### src/usb_tx_pkg.sv
//////////////////////////////
// Shared types and CRC16 constants of the USB full-speed transmit path
// CRC16 follows the USB data packet rules, so the residue is sent inverted
//////////////////////////////

package usb_tx_pkg;

  //////////////////////////////
  // Vector types
  //////////////////////////////

  // One payload byte or one byte of the serialized packet
  typedef logic [7:0] byte_t;

  // Packet identifier, sent as the nibble and then its complement
  typedef logic [3:0] pid_t;

  // CRC16 shift register contents
  typedef logic [15:0] crc16_t;

  //////////////////////////////
  // CRC16
  //////////////////////////////

  // x^16 + x^15 + x^2 + 1
  parameter crc16_t CRC16_POLY = 16'h8005;

  // Preset at the start of every packet
  parameter crc16_t CRC16_INIT = 16'hFFFF;

endpackage

### src/usb_fs_tx.sv
//////////////////////////////
// Full-speed packet serializer: SYNC, PID, payload, CRC16, EOP
// Pulls payload until the buffer runs dry, there is no wire back-pressure
// pkt_start_i is legal only while idle
//////////////////////////////

`timescale 1ns/1ps

module usb_fs_tx (
  input  logic               clk_i,
  input  logic               rst_ni,
  input  logic               link_reset_i,
  input  logic               tx_osc_test_mode_i,
  input  logic               bit_strobe_i,
  input  logic               pkt_start_i,
  input  usb_tx_pkg::pid_t   pid_i,
  input  logic               tx_data_avail_i,
  input  usb_tx_pkg::byte_t  tx_data_i,
  output logic               tx_data_get_o,
  input  usb_tx_pkg::crc16_t crc16_i,
  output logic               crc_clear_o,
  output logic               crc_en_o,
  output logic               crc_bit_o,
  output logic               tx_bit_o,
  output logic               tx_oe_o,
  output logic               tx_se0_o,
  output logic               test_start_o,
  output logic               pkt_end_o
);

  typedef enum logic [2:0] {
    Idle, Sync, Pid, DataOrCrcHi, CrcLo, Eop, OscTest
  } state_e;

  state_e            state_q, state_d;
  usb_tx_pkg::pid_t  pid_q;
  usb_tx_pkg::byte_t data_sr_q, data_sr_d;
  usb_tx_pkg::byte_t oe_sr_q, oe_sr_d;
  usb_tx_pkg::byte_t se0_sr_q, se0_sr_d;
  logic              payload_q, payload_d;
  logic              byte_strobe_q, byte_strobe_d;
  logic [4:0]        hist_q, hist_d;
  logic [2:0]        bit_cnt_q, bit_cnt_d;
  logic              stuffed_q, stuffed_d;
  logic [5:0]        history;
  logic              bitstuff;

  // CRC bytes go out inverted and MSB first, so reverse them for the LSB-first shift
  function automatic usb_tx_pkg::byte_t crc_byte(input usb_tx_pkg::byte_t b);
    usb_tx_pkg::byte_t r;
    for (int i = 0; i < 8; i++) begin
      r[i] = ~b[7 - i];
    end
    return r;
  endfunction

  // Six ones including the bit now on the wire
  assign history  = {data_sr_q[0], hist_q};
  assign bitstuff = &history;

  //////////////////////////////
  // Sequencing FSM
  //////////////////////////////

  always_comb begin
    state_d       = state_q;
    data_sr_d     = data_sr_q;
    oe_sr_d       = oe_sr_q;
    se0_sr_d      = se0_sr_q;
    payload_d     = payload_q;
    hist_d        = hist_q;
    bit_cnt_d     = bit_cnt_q;
    stuffed_d     = stuffed_q;
    test_start_o  = 1'b0;
    tx_data_get_o = 1'b0;

    unique case (state_q)
      Idle: begin
        if (tx_osc_test_mode_i) begin
          state_d      = OscTest;
          test_start_o = 1'b1;
        end else if (pkt_start_i) begin
          state_d = Sync;
        end
      end

      Sync: begin
        if (byte_strobe_q) begin
          state_d   = Pid;
          data_sr_d = 8'h80;
          oe_sr_d   = 8'hFF;
          se0_sr_d  = 8'h00;
        end
      end

      Pid: begin
        if (byte_strobe_q) begin
          // Only data PIDs carry a payload and CRC
          state_d   = (pid_q[1:0] == 2'b11) ? DataOrCrcHi : Eop;
          data_sr_d = {~pid_q, pid_q};
          oe_sr_d   = 8'hFF;
          se0_sr_d  = 8'h00;
        end
      end

      DataOrCrcHi: begin
        if (byte_strobe_q) begin
          oe_sr_d  = 8'hFF;
          se0_sr_d = 8'h00;
          if (tx_data_avail_i) begin
            payload_d     = 1'b1;
            tx_data_get_o = 1'b1;
            data_sr_d     = tx_data_i;
          end else begin
            state_d   = CrcLo;
            payload_d = 1'b0;
            data_sr_d = crc_byte(crc16_i[15:8]);
          end
        end
      end

      CrcLo: begin
        if (byte_strobe_q) begin
          state_d   = Eop;
          data_sr_d = crc_byte(crc16_i[7:0]);
          oe_sr_d   = 8'hFF;
          se0_sr_d  = 8'h00;
        end
      end

      Eop: begin
        if (byte_strobe_q) begin
          // SE0, SE0 and J, then the bus is released
          state_d   = Idle;
          data_sr_d = 8'h00;
          oe_sr_d   = 8'h07;
          se0_sr_d  = 8'h07;
        end
      end

      OscTest: begin
        if (byte_strobe_q) begin
          data_sr_d = 8'h00;
          se0_sr_d  = 8'h00;
          if (!tx_osc_test_mode_i) begin
            state_d = Idle;
            oe_sr_d = 8'h00;
          end else begin
            // All zeros makes the line toggle every bit
            oe_sr_d = 8'hFF;
          end
        end
      end

      default: state_d = Idle;
    endcase

    // Bit timing, shared by every state
    if (pkt_start_i) begin
      bit_cnt_d = 3'd0;
      hist_d    = 5'd0;
      payload_d = 1'b0;
      stuffed_d = 1'b0;
    end else if (bit_strobe_i) begin
      stuffed_d = bitstuff;
      hist_d    = history[5:1];
      if (bitstuff) begin
        // Hold the shift and put the stuffed zero in the head slot
        data_sr_d[0] = 1'b0;
      end else begin
        bit_cnt_d = bit_cnt_q + 3'd1;
        data_sr_d = data_sr_q >> 1;
        oe_sr_d   = oe_sr_q >> 1;
        se0_sr_d  = se0_sr_q >> 1;
      end
    end
  end

  assign byte_strobe_d = bit_strobe_i && !bitstuff && !pkt_start_i && (bit_cnt_q == 3'd0);

  //////////////////////////////
  // Registers
  //////////////////////////////

  always_ff @(posedge clk_i or negedge rst_ni) begin
    if (!rst_ni) begin
      state_q       <= Idle;
      pid_q         <= '0;
      data_sr_q     <= '0;
      oe_sr_q       <= '0;
      se0_sr_q      <= '0;
      payload_q     <= 1'b0;
      byte_strobe_q <= 1'b0;
      hist_q        <= '0;
      bit_cnt_q     <= '0;
      stuffed_q     <= 1'b0;
    end else if (link_reset_i) begin
      state_q       <= Idle;
      pid_q         <= '0;
      data_sr_q     <= '0;
      oe_sr_q       <= '0;
      se0_sr_q      <= '0;
      payload_q     <= 1'b0;
      byte_strobe_q <= 1'b0;
      hist_q        <= '0;
      bit_cnt_q     <= '0;
      stuffed_q     <= 1'b0;
    end else begin
      state_q       <= state_d;
      if (pkt_start_i) pid_q <= pid_i;
      data_sr_q     <= data_sr_d;
      oe_sr_q       <= oe_sr_d;
      se0_sr_q      <= se0_sr_d;
      payload_q     <= payload_d;
      byte_strobe_q <= byte_strobe_d;
      hist_q        <= hist_d;
      bit_cnt_q     <= bit_cnt_d;
      stuffed_q     <= stuffed_d;
    end
  end

  // Stuffed zeros are not part of the CRC
  assign crc_clear_o = pkt_start_i;
  assign crc_en_o    = bit_strobe_i && payload_q && !stuffed_q && !pkt_start_i;
  assign crc_bit_o   = data_sr_q[0];

  assign tx_bit_o  = data_sr_q[0];
  assign tx_oe_o   = oe_sr_q[0];
  assign tx_se0_o  = se0_sr_q[0];
  assign pkt_end_o = bit_strobe_i && (se0_sr_q[1:0] == 2'b01);

endmodule

### src/usb_tx_bit_strobe.sv
//////////////////////////////
// Local bit timing for 12 Mbit/s from the 48 MHz clock
// ClkPerBit must be 2 or more
//////////////////////////////

`timescale 1ns/1ps

module usb_tx_bit_strobe #(
  parameter int ClkPerBit = 4
) (
  input  logic clk_i,
  input  logic rst_ni,
  input  logic link_reset_i,
  output logic bit_strobe_o
);

  localparam int CntW = (ClkPerBit > 1) ? $clog2(ClkPerBit) : 1;
  localparam logic [CntW-1:0] LastCnt = CntW'(ClkPerBit - 1);

  logic [CntW-1:0] cnt_q;
  logic            wrap;
  logic            strobe_q;

  assign wrap = (cnt_q == LastCnt);

  // Strobe is registered so it lands one clock after the wrap
  always_ff @(posedge clk_i or negedge rst_ni) begin
    if (!rst_ni) begin
      cnt_q    <= '0;
      strobe_q <= 1'b0;
    end else if (link_reset_i) begin
      cnt_q    <= '0;
      strobe_q <= 1'b0;
    end else begin
      cnt_q    <= wrap ? '0 : cnt_q + 1'b1;
      strobe_q <= wrap;
    end
  end

  assign bit_strobe_o = strobe_q;

endmodule

### src/usb_tx_byte_fifo.sv
//////////////////////////////
// Payload byte buffer, push on the user side, pull toward the serializer
// FifoDepth must be a power of two, 2 or more
//////////////////////////////

`timescale 1ns/1ps

module usb_tx_byte_fifo #(
  parameter int FifoDepth = 16
) (
  input  logic              clk_i,
  input  logic              rst_ni,
  input  logic              link_reset_i,
  input  logic              wr_valid_i,
  input  usb_tx_pkg::byte_t wr_data_i,
  output logic              wr_ready_o,
  output logic              rd_avail_o,
  output usb_tx_pkg::byte_t rd_data_o,
  input  logic              rd_get_i
);

  localparam int AddrW = $clog2(FifoDepth);

  // Pointers carry one extra bit to tell full from empty
  typedef logic [AddrW:0] ptr_t;

  usb_tx_pkg::byte_t mem_q [FifoDepth];
  ptr_t              wr_ptr_q;
  ptr_t              rd_ptr_q;
  logic              full;
  logic              empty;
  logic              push;
  logic              pop;

  assign empty = (wr_ptr_q == rd_ptr_q);
  assign full  = (wr_ptr_q[AddrW] != rd_ptr_q[AddrW]) &&
                 (wr_ptr_q[AddrW-1:0] == rd_ptr_q[AddrW-1:0]);

  assign push = wr_valid_i && !full;
  assign pop  = rd_get_i && !empty;

  always_ff @(posedge clk_i) begin
    if (push) begin
      mem_q[wr_ptr_q[AddrW-1:0]] <= wr_data_i;
    end
  end

  always_ff @(posedge clk_i or negedge rst_ni) begin
    if (!rst_ni) begin
      wr_ptr_q <= '0;
      rd_ptr_q <= '0;
    end else if (link_reset_i) begin
      wr_ptr_q <= '0;
      rd_ptr_q <= '0;
    end else begin
      if (push) wr_ptr_q <= wr_ptr_q + 1'b1;
      if (pop)  rd_ptr_q <= rd_ptr_q + 1'b1;
    end
  end

  assign wr_ready_o = !full;
  assign rd_avail_o = !empty;
  assign rd_data_o  = mem_q[rd_ptr_q[AddrW-1:0]];

endmodule

### src/usb_tx_crc16.sv
//////////////////////////////
// Serial CRC16, one bit per enable, MSB of the register is the output end
// Caller must skip stuffed bits and present payload bits in wire order
//////////////////////////////

`timescale 1ns/1ps

module usb_tx_crc16 (
  input  logic               clk_i,
  input  logic               rst_ni,
  input  logic               link_reset_i,
  input  logic               clear_i,
  input  logic               en_i,
  input  logic               bit_i,
  output usb_tx_pkg::crc16_t crc_o
);

  usb_tx_pkg::crc16_t crc_q;
  logic               feedback;

  assign feedback = bit_i ^ crc_q[15];

  always_ff @(posedge clk_i or negedge rst_ni) begin
    if (!rst_ni) begin
      crc_q <= usb_tx_pkg::CRC16_INIT;
    end else if (link_reset_i || clear_i) begin
      crc_q <= usb_tx_pkg::CRC16_INIT;
    end else if (en_i) begin
      // Shift left and fold the polynomial in when the feedback is set
      crc_q <= {crc_q[14:0], 1'b0} ^
               ({16{feedback}} & usb_tx_pkg::CRC16_POLY);
    end
  end

  assign crc_o = crc_q;

endmodule

### src/usb_tx_line_drv.sv
//////////////////////////////
// NRZI line coding, EOP and registered pads
// Idle line is J, pin flip swaps D+ and D- on every pad output
//////////////////////////////

`timescale 1ns/1ps

module usb_tx_line_drv (
  input  logic clk_i,
  input  logic rst_ni,
  input  logic link_reset_i,
  input  logic cfg_pinflip_i,
  input  logic bit_strobe_i,
  input  logic pkt_start_i,
  input  logic test_start_i,
  input  logic tx_bit_i,
  input  logic tx_oe_i,
  input  logic tx_se0_i,
  output logic usb_oe_o,
  output logic usb_d_o,
  output logic usb_se0_o,
  output logic usb_dp_o,
  output logic usb_dn_o
);

  typedef enum logic [1:0] {OsIdle, OsWaitByte, OsTransmit} out_state_e;

  out_state_e state_q, state_d;
  logic       nrzi_en;
  logic       line_q, line_d;
  logic       se0_q, se0_d;
  logic       oe_q, oe_d;
  logic [2:0] eop_q, eop_d;
  logic       dp_d;
  logic       dn_d;

  // Wait for the serializer to present its first driven byte
  always_comb begin
    state_d = state_q;
    nrzi_en = 1'b0;
    unique case (state_q)
      OsIdle:     if (pkt_start_i || test_start_i) state_d = OsWaitByte;
      OsWaitByte: if (tx_oe_i) state_d = OsTransmit;
      OsTransmit: begin
        nrzi_en = 1'b1;
        if (bit_strobe_i && !tx_oe_i) state_d = OsIdle;
      end
      default:    state_d = OsIdle;
    endcase
  end

  always_comb begin
    line_d = line_q;
    se0_d  = se0_q;
    oe_d   = oe_q;
    eop_d  = eop_q;

    if (pkt_start_i || test_start_i) begin
      // Start from J so the first SYNC bit comes out as K
      line_d = 1'b1;
      eop_d  = 3'b100;
    end else if (bit_strobe_i && nrzi_en) begin
      oe_d = tx_oe_i;
      if (tx_se0_i) begin
        eop_d = eop_q >> 1;
        if (eop_q[0]) begin
          line_d = 1'b1;
          se0_d  = 1'b0;
        end else begin
          se0_d = 1'b1;
        end
      end else if (!tx_bit_i) begin
        line_d = !line_q;
      end
      // Undriven line rests at J
      if (!oe_d) line_d = 1'b1;
    end
  end

  assign dp_d = (cfg_pinflip_i ? ~line_d : line_d) & ~se0_d;
  assign dn_d = (cfg_pinflip_i ? line_d : ~line_d) & ~se0_d;

  //////////////////////////////
  // Registers and pads
  //////////////////////////////

  always_ff @(posedge clk_i or negedge rst_ni) begin
    if (!rst_ni) begin
      state_q   <= OsIdle;
      line_q    <= 1'b1;
      se0_q     <= 1'b0;
      oe_q      <= 1'b0;
      eop_q     <= '0;
      usb_d_o   <= 1'b1;
      usb_se0_o <= 1'b0;
      usb_dp_o  <= 1'b1;
      usb_dn_o  <= 1'b0;
    end else if (link_reset_i) begin
      state_q   <= OsIdle;
      line_q    <= 1'b1;
      se0_q     <= 1'b0;
      oe_q      <= 1'b0;
      eop_q     <= '0;
      usb_d_o   <= ~cfg_pinflip_i;
      usb_se0_o <= 1'b0;
      usb_dp_o  <= ~cfg_pinflip_i;
      usb_dn_o  <= cfg_pinflip_i;
    end else begin
      state_q   <= state_d;
      line_q    <= line_d;
      se0_q     <= se0_d;
      oe_q      <= oe_d;
      eop_q     <= eop_d;
      // Single-ended D follows D+
      usb_d_o   <= dp_d;
      usb_se0_o <= se0_d;
      usb_dp_o  <= dp_d;
      usb_dn_o  <= dn_d;
    end
  end

  assign usb_oe_o = oe_q;

endmodule

### src/usb_tx_top.sv
//////////////////////////////
// USB full-speed transmit path, 48 MHz clock, local bit timing
// Load the payload before pkt_start_i
//////////////////////////////

`timescale 1ns/1ps

module usb_tx_top #(
  parameter int ClkPerBit = 4,
  parameter int FifoDepth = 16
) (
  input  logic              clk_i,
  input  logic              rst_ni,
  input  logic              link_reset_i,
  input  logic              cfg_pinflip_i,
  input  logic              tx_osc_test_mode_i,
  input  logic              wr_valid_i,
  input  usb_tx_pkg::byte_t wr_data_i,
  output logic              wr_ready_o,
  input  logic              pkt_start_i,
  input  usb_tx_pkg::pid_t  pid_i,
  output logic              pkt_end_o,
  output logic              usb_oe_o,
  output logic              usb_d_o,
  output logic              usb_se0_o,
  output logic              usb_dp_o,
  output logic              usb_dn_o
);

  logic               bit_strobe;
  logic               fifo_avail;
  usb_tx_pkg::byte_t  fifo_data;
  logic               fifo_get;
  usb_tx_pkg::crc16_t crc16;
  logic               crc_clear;
  logic               crc_en;
  logic               crc_bit;
  logic               tx_bit;
  logic               tx_oe;
  logic               tx_se0;
  logic               test_start;

  usb_tx_bit_strobe #(
    .ClkPerBit(ClkPerBit)
  ) usb_tx_bit_strobe_i (
    .clk_i, .rst_ni, .link_reset_i,
    .bit_strobe_o(bit_strobe)
  );

  usb_tx_byte_fifo #(
    .FifoDepth(FifoDepth)
  ) usb_tx_byte_fifo_i (
    .clk_i, .rst_ni, .link_reset_i,
    .wr_valid_i, .wr_data_i, .wr_ready_o,
    .rd_avail_o(fifo_avail), .rd_data_o(fifo_data), .rd_get_i(fifo_get)
  );

  usb_tx_crc16 usb_tx_crc16_i (
    .clk_i, .rst_ni, .link_reset_i,
    .clear_i(crc_clear), .en_i(crc_en), .bit_i(crc_bit), .crc_o(crc16)
  );

  usb_fs_tx usb_fs_tx_i (
    .clk_i, .rst_ni, .link_reset_i, .tx_osc_test_mode_i,
    .bit_strobe_i(bit_strobe), .pkt_start_i, .pid_i,
    .tx_data_avail_i(fifo_avail), .tx_data_i(fifo_data), .tx_data_get_o(fifo_get),
    .crc16_i(crc16), .crc_clear_o(crc_clear), .crc_en_o(crc_en), .crc_bit_o(crc_bit),
    .tx_bit_o(tx_bit), .tx_oe_o(tx_oe), .tx_se0_o(tx_se0),
    .test_start_o(test_start), .pkt_end_o
  );

  usb_tx_line_drv usb_tx_line_drv_i (
    .clk_i, .rst_ni, .link_reset_i, .cfg_pinflip_i,
    .bit_strobe_i(bit_strobe), .pkt_start_i, .test_start_i(test_start),
    .tx_bit_i(tx_bit), .tx_oe_i(tx_oe), .tx_se0_i(tx_se0),
    .usb_oe_o, .usb_d_o, .usb_se0_o, .usb_dp_o, .usb_dn_o
  );

endmodule
### config.mk
export PLATFORM = sky130hd
export DESIGN_NAME = usb_tx_top
export DESIGN_NICKNAME = d
export VERILOG_FILES = /design/src/usb_tx_pkg.sv /design/src/usb_fs_tx.sv /design/src/usb_tx_bit_strobe.sv /design/src/usb_tx_byte_fifo.sv /design/src/usb_tx_crc16.sv /design/src/usb_tx_line_drv.sv /design/src/usb_tx_top.sv
export SDC_FILE = /design/constraint.sdc
export NUM_CORES = 1
export LEC_CHECK = 0
export BUFFER_PORTS_ARGS = -buffer_cell sky130_fd_sc_hd__buf_4
export CAP_MARGIN = 20
export CORE_MARGIN = 3
export CORE_UTILIZATION = 56
export CTS_CLUSTER_SIZE = 28
export DETAILED_ROUTE_END_ITERATION = 10
export GPL_TIMING_DRIVEN = 0
export PLACE_DENSITY = 0.8
export SYNTH_ARGS = -nofsm -noshare
export SYNTH_HDL_FRONTEND = slang
export SYNTH_SLANG_ARGS = --single-unit
export TNS_END_PERCENT = 100
### constraint.sdc
create_clock -name clk_i -period 2.4 [get_ports clk_i]
set_clock_uncertainty 0.1 [all_clocks]
set_input_delay 0.24 -clock clk_i [delete_from_list [all_inputs] [get_ports clk_i]]
set_output_delay 0.24 -clock clk_i [all_outputs]
set_load 0.005 [all_outputs]
==> metrics.cfg <==
[route]
wire_per_inst_um=21.8
drc=0
first_iter_violations=628
ant_nets=0
routed_via_density=6.28
drt_wl_total_um=22000
firstDrtPassIters=5
vias=6336

[floorplan]
die_x_um=136
num_rows=46
fp.dieH_um=136
start_util=0.583
dieArea_mm2=0.0184
ioPinCount=26
core-area_mm2=0.0162

[yosys]
seq_area_frac_synth=0.625
synthFlopType=edfxtp_1
ys_types=74
syn_area_per_cell_um2=13.2
synth_edf_count=128
synthTopCellsByArea=edfxtp_1 41%, dfrtp_1 17%, dfstp_2 5.0%, mux2i_1 4.7%, mux4_2 3.1%
syn_area_mm2=0.00943
synth_fp_nets=740
synth_top_area_frac=0.408
syn_inst=713
yosys_warnings=0
synth_seq_cells=209
synth_top_area_cell=edfxtp_1
synthArstFlopShare=0.388

[finish]
multi_input_area_mm2=0.00328
num-fill-cells=1118
synthToLayoutAreaGrowth_pct=14.7
fin_nets=807
antenna_cells=0
regArea_mm2=0.00589
layout-drive-gt1-share=0.187

[critical_path]
crit_arrival_ns=2.35
crit_type=reg -> reg
worst-path-max-fanout=10
worst_setup_path_end_kind=flip-flop
cp.required_ns=2.42
ff2ff_path_depth=6
crit_end=usb_tx_byte_fifo_i.mem_q[14][3]
cp-startpoint=usb_tx_byte_fifo_i.wr_ptr_q[2]
reg2reg_to=usb_tx_byte_fifo_i.mem_q[14][3]
cp-start-kind=flip-flop
r2r_slack_ns=0.07
r2r-start=usb_tx_byte_fifo_i.wr_ptr_q[2]

[placed_design]
gp_congestion=0.904
io_buffers=23
post-place-ws_ns=-0.299
dpl.hpwl_um=14900

[timing]
maxClockFrequency_mhz=430
min_period_ns=2.33
setup_viol_count_final=0
hold_viol=0
worst_slack_ns=0.0721
report.final.slew_viol_count=0
rsz0062_at_grt=false
relSlewSlack=0.507
finalCritPeriodShare=0.970
worst_slew_pin_slew_ns=0.740

[clock_tree]
insertion_delay_ns=0.50
cts_sinks=209
numCtsBuffers=21
clk_pin_slew_ns=0.07
cts-root-buf=clkbuf_16
cts_buffer_depth=3
cts_max_level=1
cts_tree=done

[pwr]
leakagePower_nw=4.00
power_density_mw_per_mm2=746
ir_worst_vdd_mv=0.595
power_mw=8.06

[grt]
antenna_found_initial=0
grt_pass1_wl_um=34800
first_global_vias=6323
grt_max_degree=82
track_usage=0.245
grt_overflow=0

[status]
status=completed

[run]
drv_cap=0

[worst_hold_path]
hold_path_class=in -> async

## area by class of cell
class,count,area share
Buffer,44,0.0237
Clock buffer,29,0.0541
Clock inverter,7,0.00578
Inverter,19,0.00659
Multi-Input combinational cell,439,0.303
Sequential cell,209,0.545
Tap cell,216,0.0250
Timing Repair Buffer,46,0.0370
## per-layer routing
metal	wire length (um)	global-route usage
met3	1610	0.0386
met1	9410	0.356
met5	0	0
met2	10500	0.391
met4	458	0.0677
## cell families (layout without fill, tap and decap cells)
logic type / Yosys count / count (layout) / share of synthesized area
DFF: 209 / 209 / 0.625
and+or+nand+nor: 207 / 207 / 0.106
AOI/OAI and AO/OA: 138 / 138 / 0.102
muxes: 66 / 66 / 0.101
buffers and inverters: 65 / 145 / 0.0358
xor gates and xnor gates: 20 / 20 / 0.0194
adders and majority gates: 8 / 8 / 0.0106
## report_power, final
| group | leakage [nW] | switching (mW) | internal (mW) |
|---|---|---|---|
| Clock | 0.312 | 1.29 | 1.81 |
| Combinational | 1.48 | 0.603 | 0.388 |
| Sequential | 2.21 | 0.0668 | 3.91 |
| Total | 4.00 | 1.96 | 6.11 |
## sequential cells by signal, summed over array words and instances, names as in the netlist, 2 cells and up
signal / cells
usb_fs_tx_i.state_q: 3
usb_fs_tx_i.hist_q: 5
usb_fs_tx_i.oe_sr_q: 8
usb_tx_bit_strobe_i.cnt_q: 2
usb_tx_line_drv_i.state_q: 2
usb_tx_line_drv_i.eop_q: 3
usb_fs_tx_i.bit_cnt_q: 3
usb_fs_tx_i.data_sr_q: 8
usb_tx_crc16_i.crc_o: 16
usb_tx_byte_fifo_i.rd_ptr_q: 5
usb_tx_byte_fifo_i.wr_ptr_q: 5
usb_tx_byte_fifo_i.mem_q: 128
usb_fs_tx_i.pid_q: 4
usb_fs_tx_i.se0_sr_q: 8
## Yosys cell counts (4+ instances only)
| library cell | count |
|---|---|
| a21boi_0 | 4 |
| a21oi_1 | 25 |
| a311oi_1 | 5 |
| a31oi_1 | 4 |
| a32o_1 | 4 |
| and2_1 | 4 |
| and3_1 | 18 |
| buf_1 | 5 |
| buf_2 | 19 |
| buf_4 | 6 |
| buf_6 | 4 |
| clkbuf_1 | 10 |
| dfrtp_1 | 63 |
| dfstp_2 | 18 |
| edfxtp_1 | 128 |
| ha_1 | 8 |
| inv_1 | 18 |
| mux2i_1 | 44 |
| mux4_1 | 8 |
| mux4_2 | 13 |
| nand2_1 | 53 |
| nand2b_1 | 6 |
| nand3_1 | 20 |
| nand3b_1 | 6 |
| nand4_1 | 4 |
| nor2_1 | 61 |
| nor2b_1 | 7 |
| nor3_1 | 14 |
| o2111ai_1 | 4 |
| o211ai_1 | 11 |
| o21ai_0 | 22 |
| o22ai_1 | 17 |
| o31ai_1 | 6 |
| xnor2_1 | 11 |
| xor2_1 | 8 |
## per-stage QoR
step	setup TNS, ns	cells	util	hold WS, ns	cell area (um^2)
after floorplan	0	713	-	-0.156	9430
after detailed placement	-26.49	953	0.611	0.322	9880
final	0	1009	0.669	0.0489	10800
after CTS	-0.810	1007	0.664	0.0501	10700
after global placement	-22.82	952	0.610	0.317	9870
after global routing	0	1009	0.669	0.0739	10800
## worst min path at each step
stage	start	end	slack (ns)	cells past startpoint
6_report	rst_ni	usb_fs_tx_i.pid_q[1]	0.05	2
3_3_place_gp	usb_tx_bit_strobe_i.cnt_q[0]	usb_tx_bit_strobe_i.cnt_q[0]	0.32	1
4_1_cts	tx_osc_test_mode_i	usb_fs_tx_i.state_q[0]	0.05	4
3_5_place_dp	usb_tx_bit_strobe_i.cnt_q[0]	usb_tx_bit_strobe_i.cnt_q[0]	0.32	1
2_1_floorplan	rst_ni	usb_fs_tx_i.bit_cnt_q[0]	-0.16	0
5_1_grt	rst_ni	usb_fs_tx_i.pid_q[1]	0.07	2
## layout by cell type (no fill, tap or decap), types with 10 or more instances in the layout
cell type | netlist | final
dfstp_2 | 18 | 18
dfrtp_1 | 63 | 63
edfxtp_1 | 128 | 128
and3_4 | 0 | 10
o21ai_0 | 22 | 22
clkbuf_16 | 0 | 21
nand2_1 | 53 | 53
nand3_1 | 20 | 20
clkbuf_1 | 10 | 15
mux2i_1 | 44 | 44
o211ai_1 | 11 | 11
mux4_2 | 13 | 13
a21oi_1 | 25 | 25
buf_2 | 19 | 19
o22ai_1 | 17 | 17
nor3_1 | 14 | 12
xnor2_1 | 11 | 10
nor2_1 | 61 | 60
buf_4 | 6 | 35
inv_1 | 18 | 18
dlygate4sd3_1 | 0 | 15
## timing repair
item	in CTS	in global routing
gates resized for setup	19	10
gates cloned	0	0
pin swaps	0	1
endpoints found under the hold margin	198	0
setup endpoints to repair	127	132
buffers inserted	3	3
hold buffers	15	0
## critical path: stages, from the launching register on
cell and delay [ns]:
dfrtp_1 0.52, xnor2_1 0.19, nand4_1 0.11, buf_4 0.13, buf_6 0.15, o21a_2 0.21
and3_1 0.54
(Power assumes the default switching activity.)
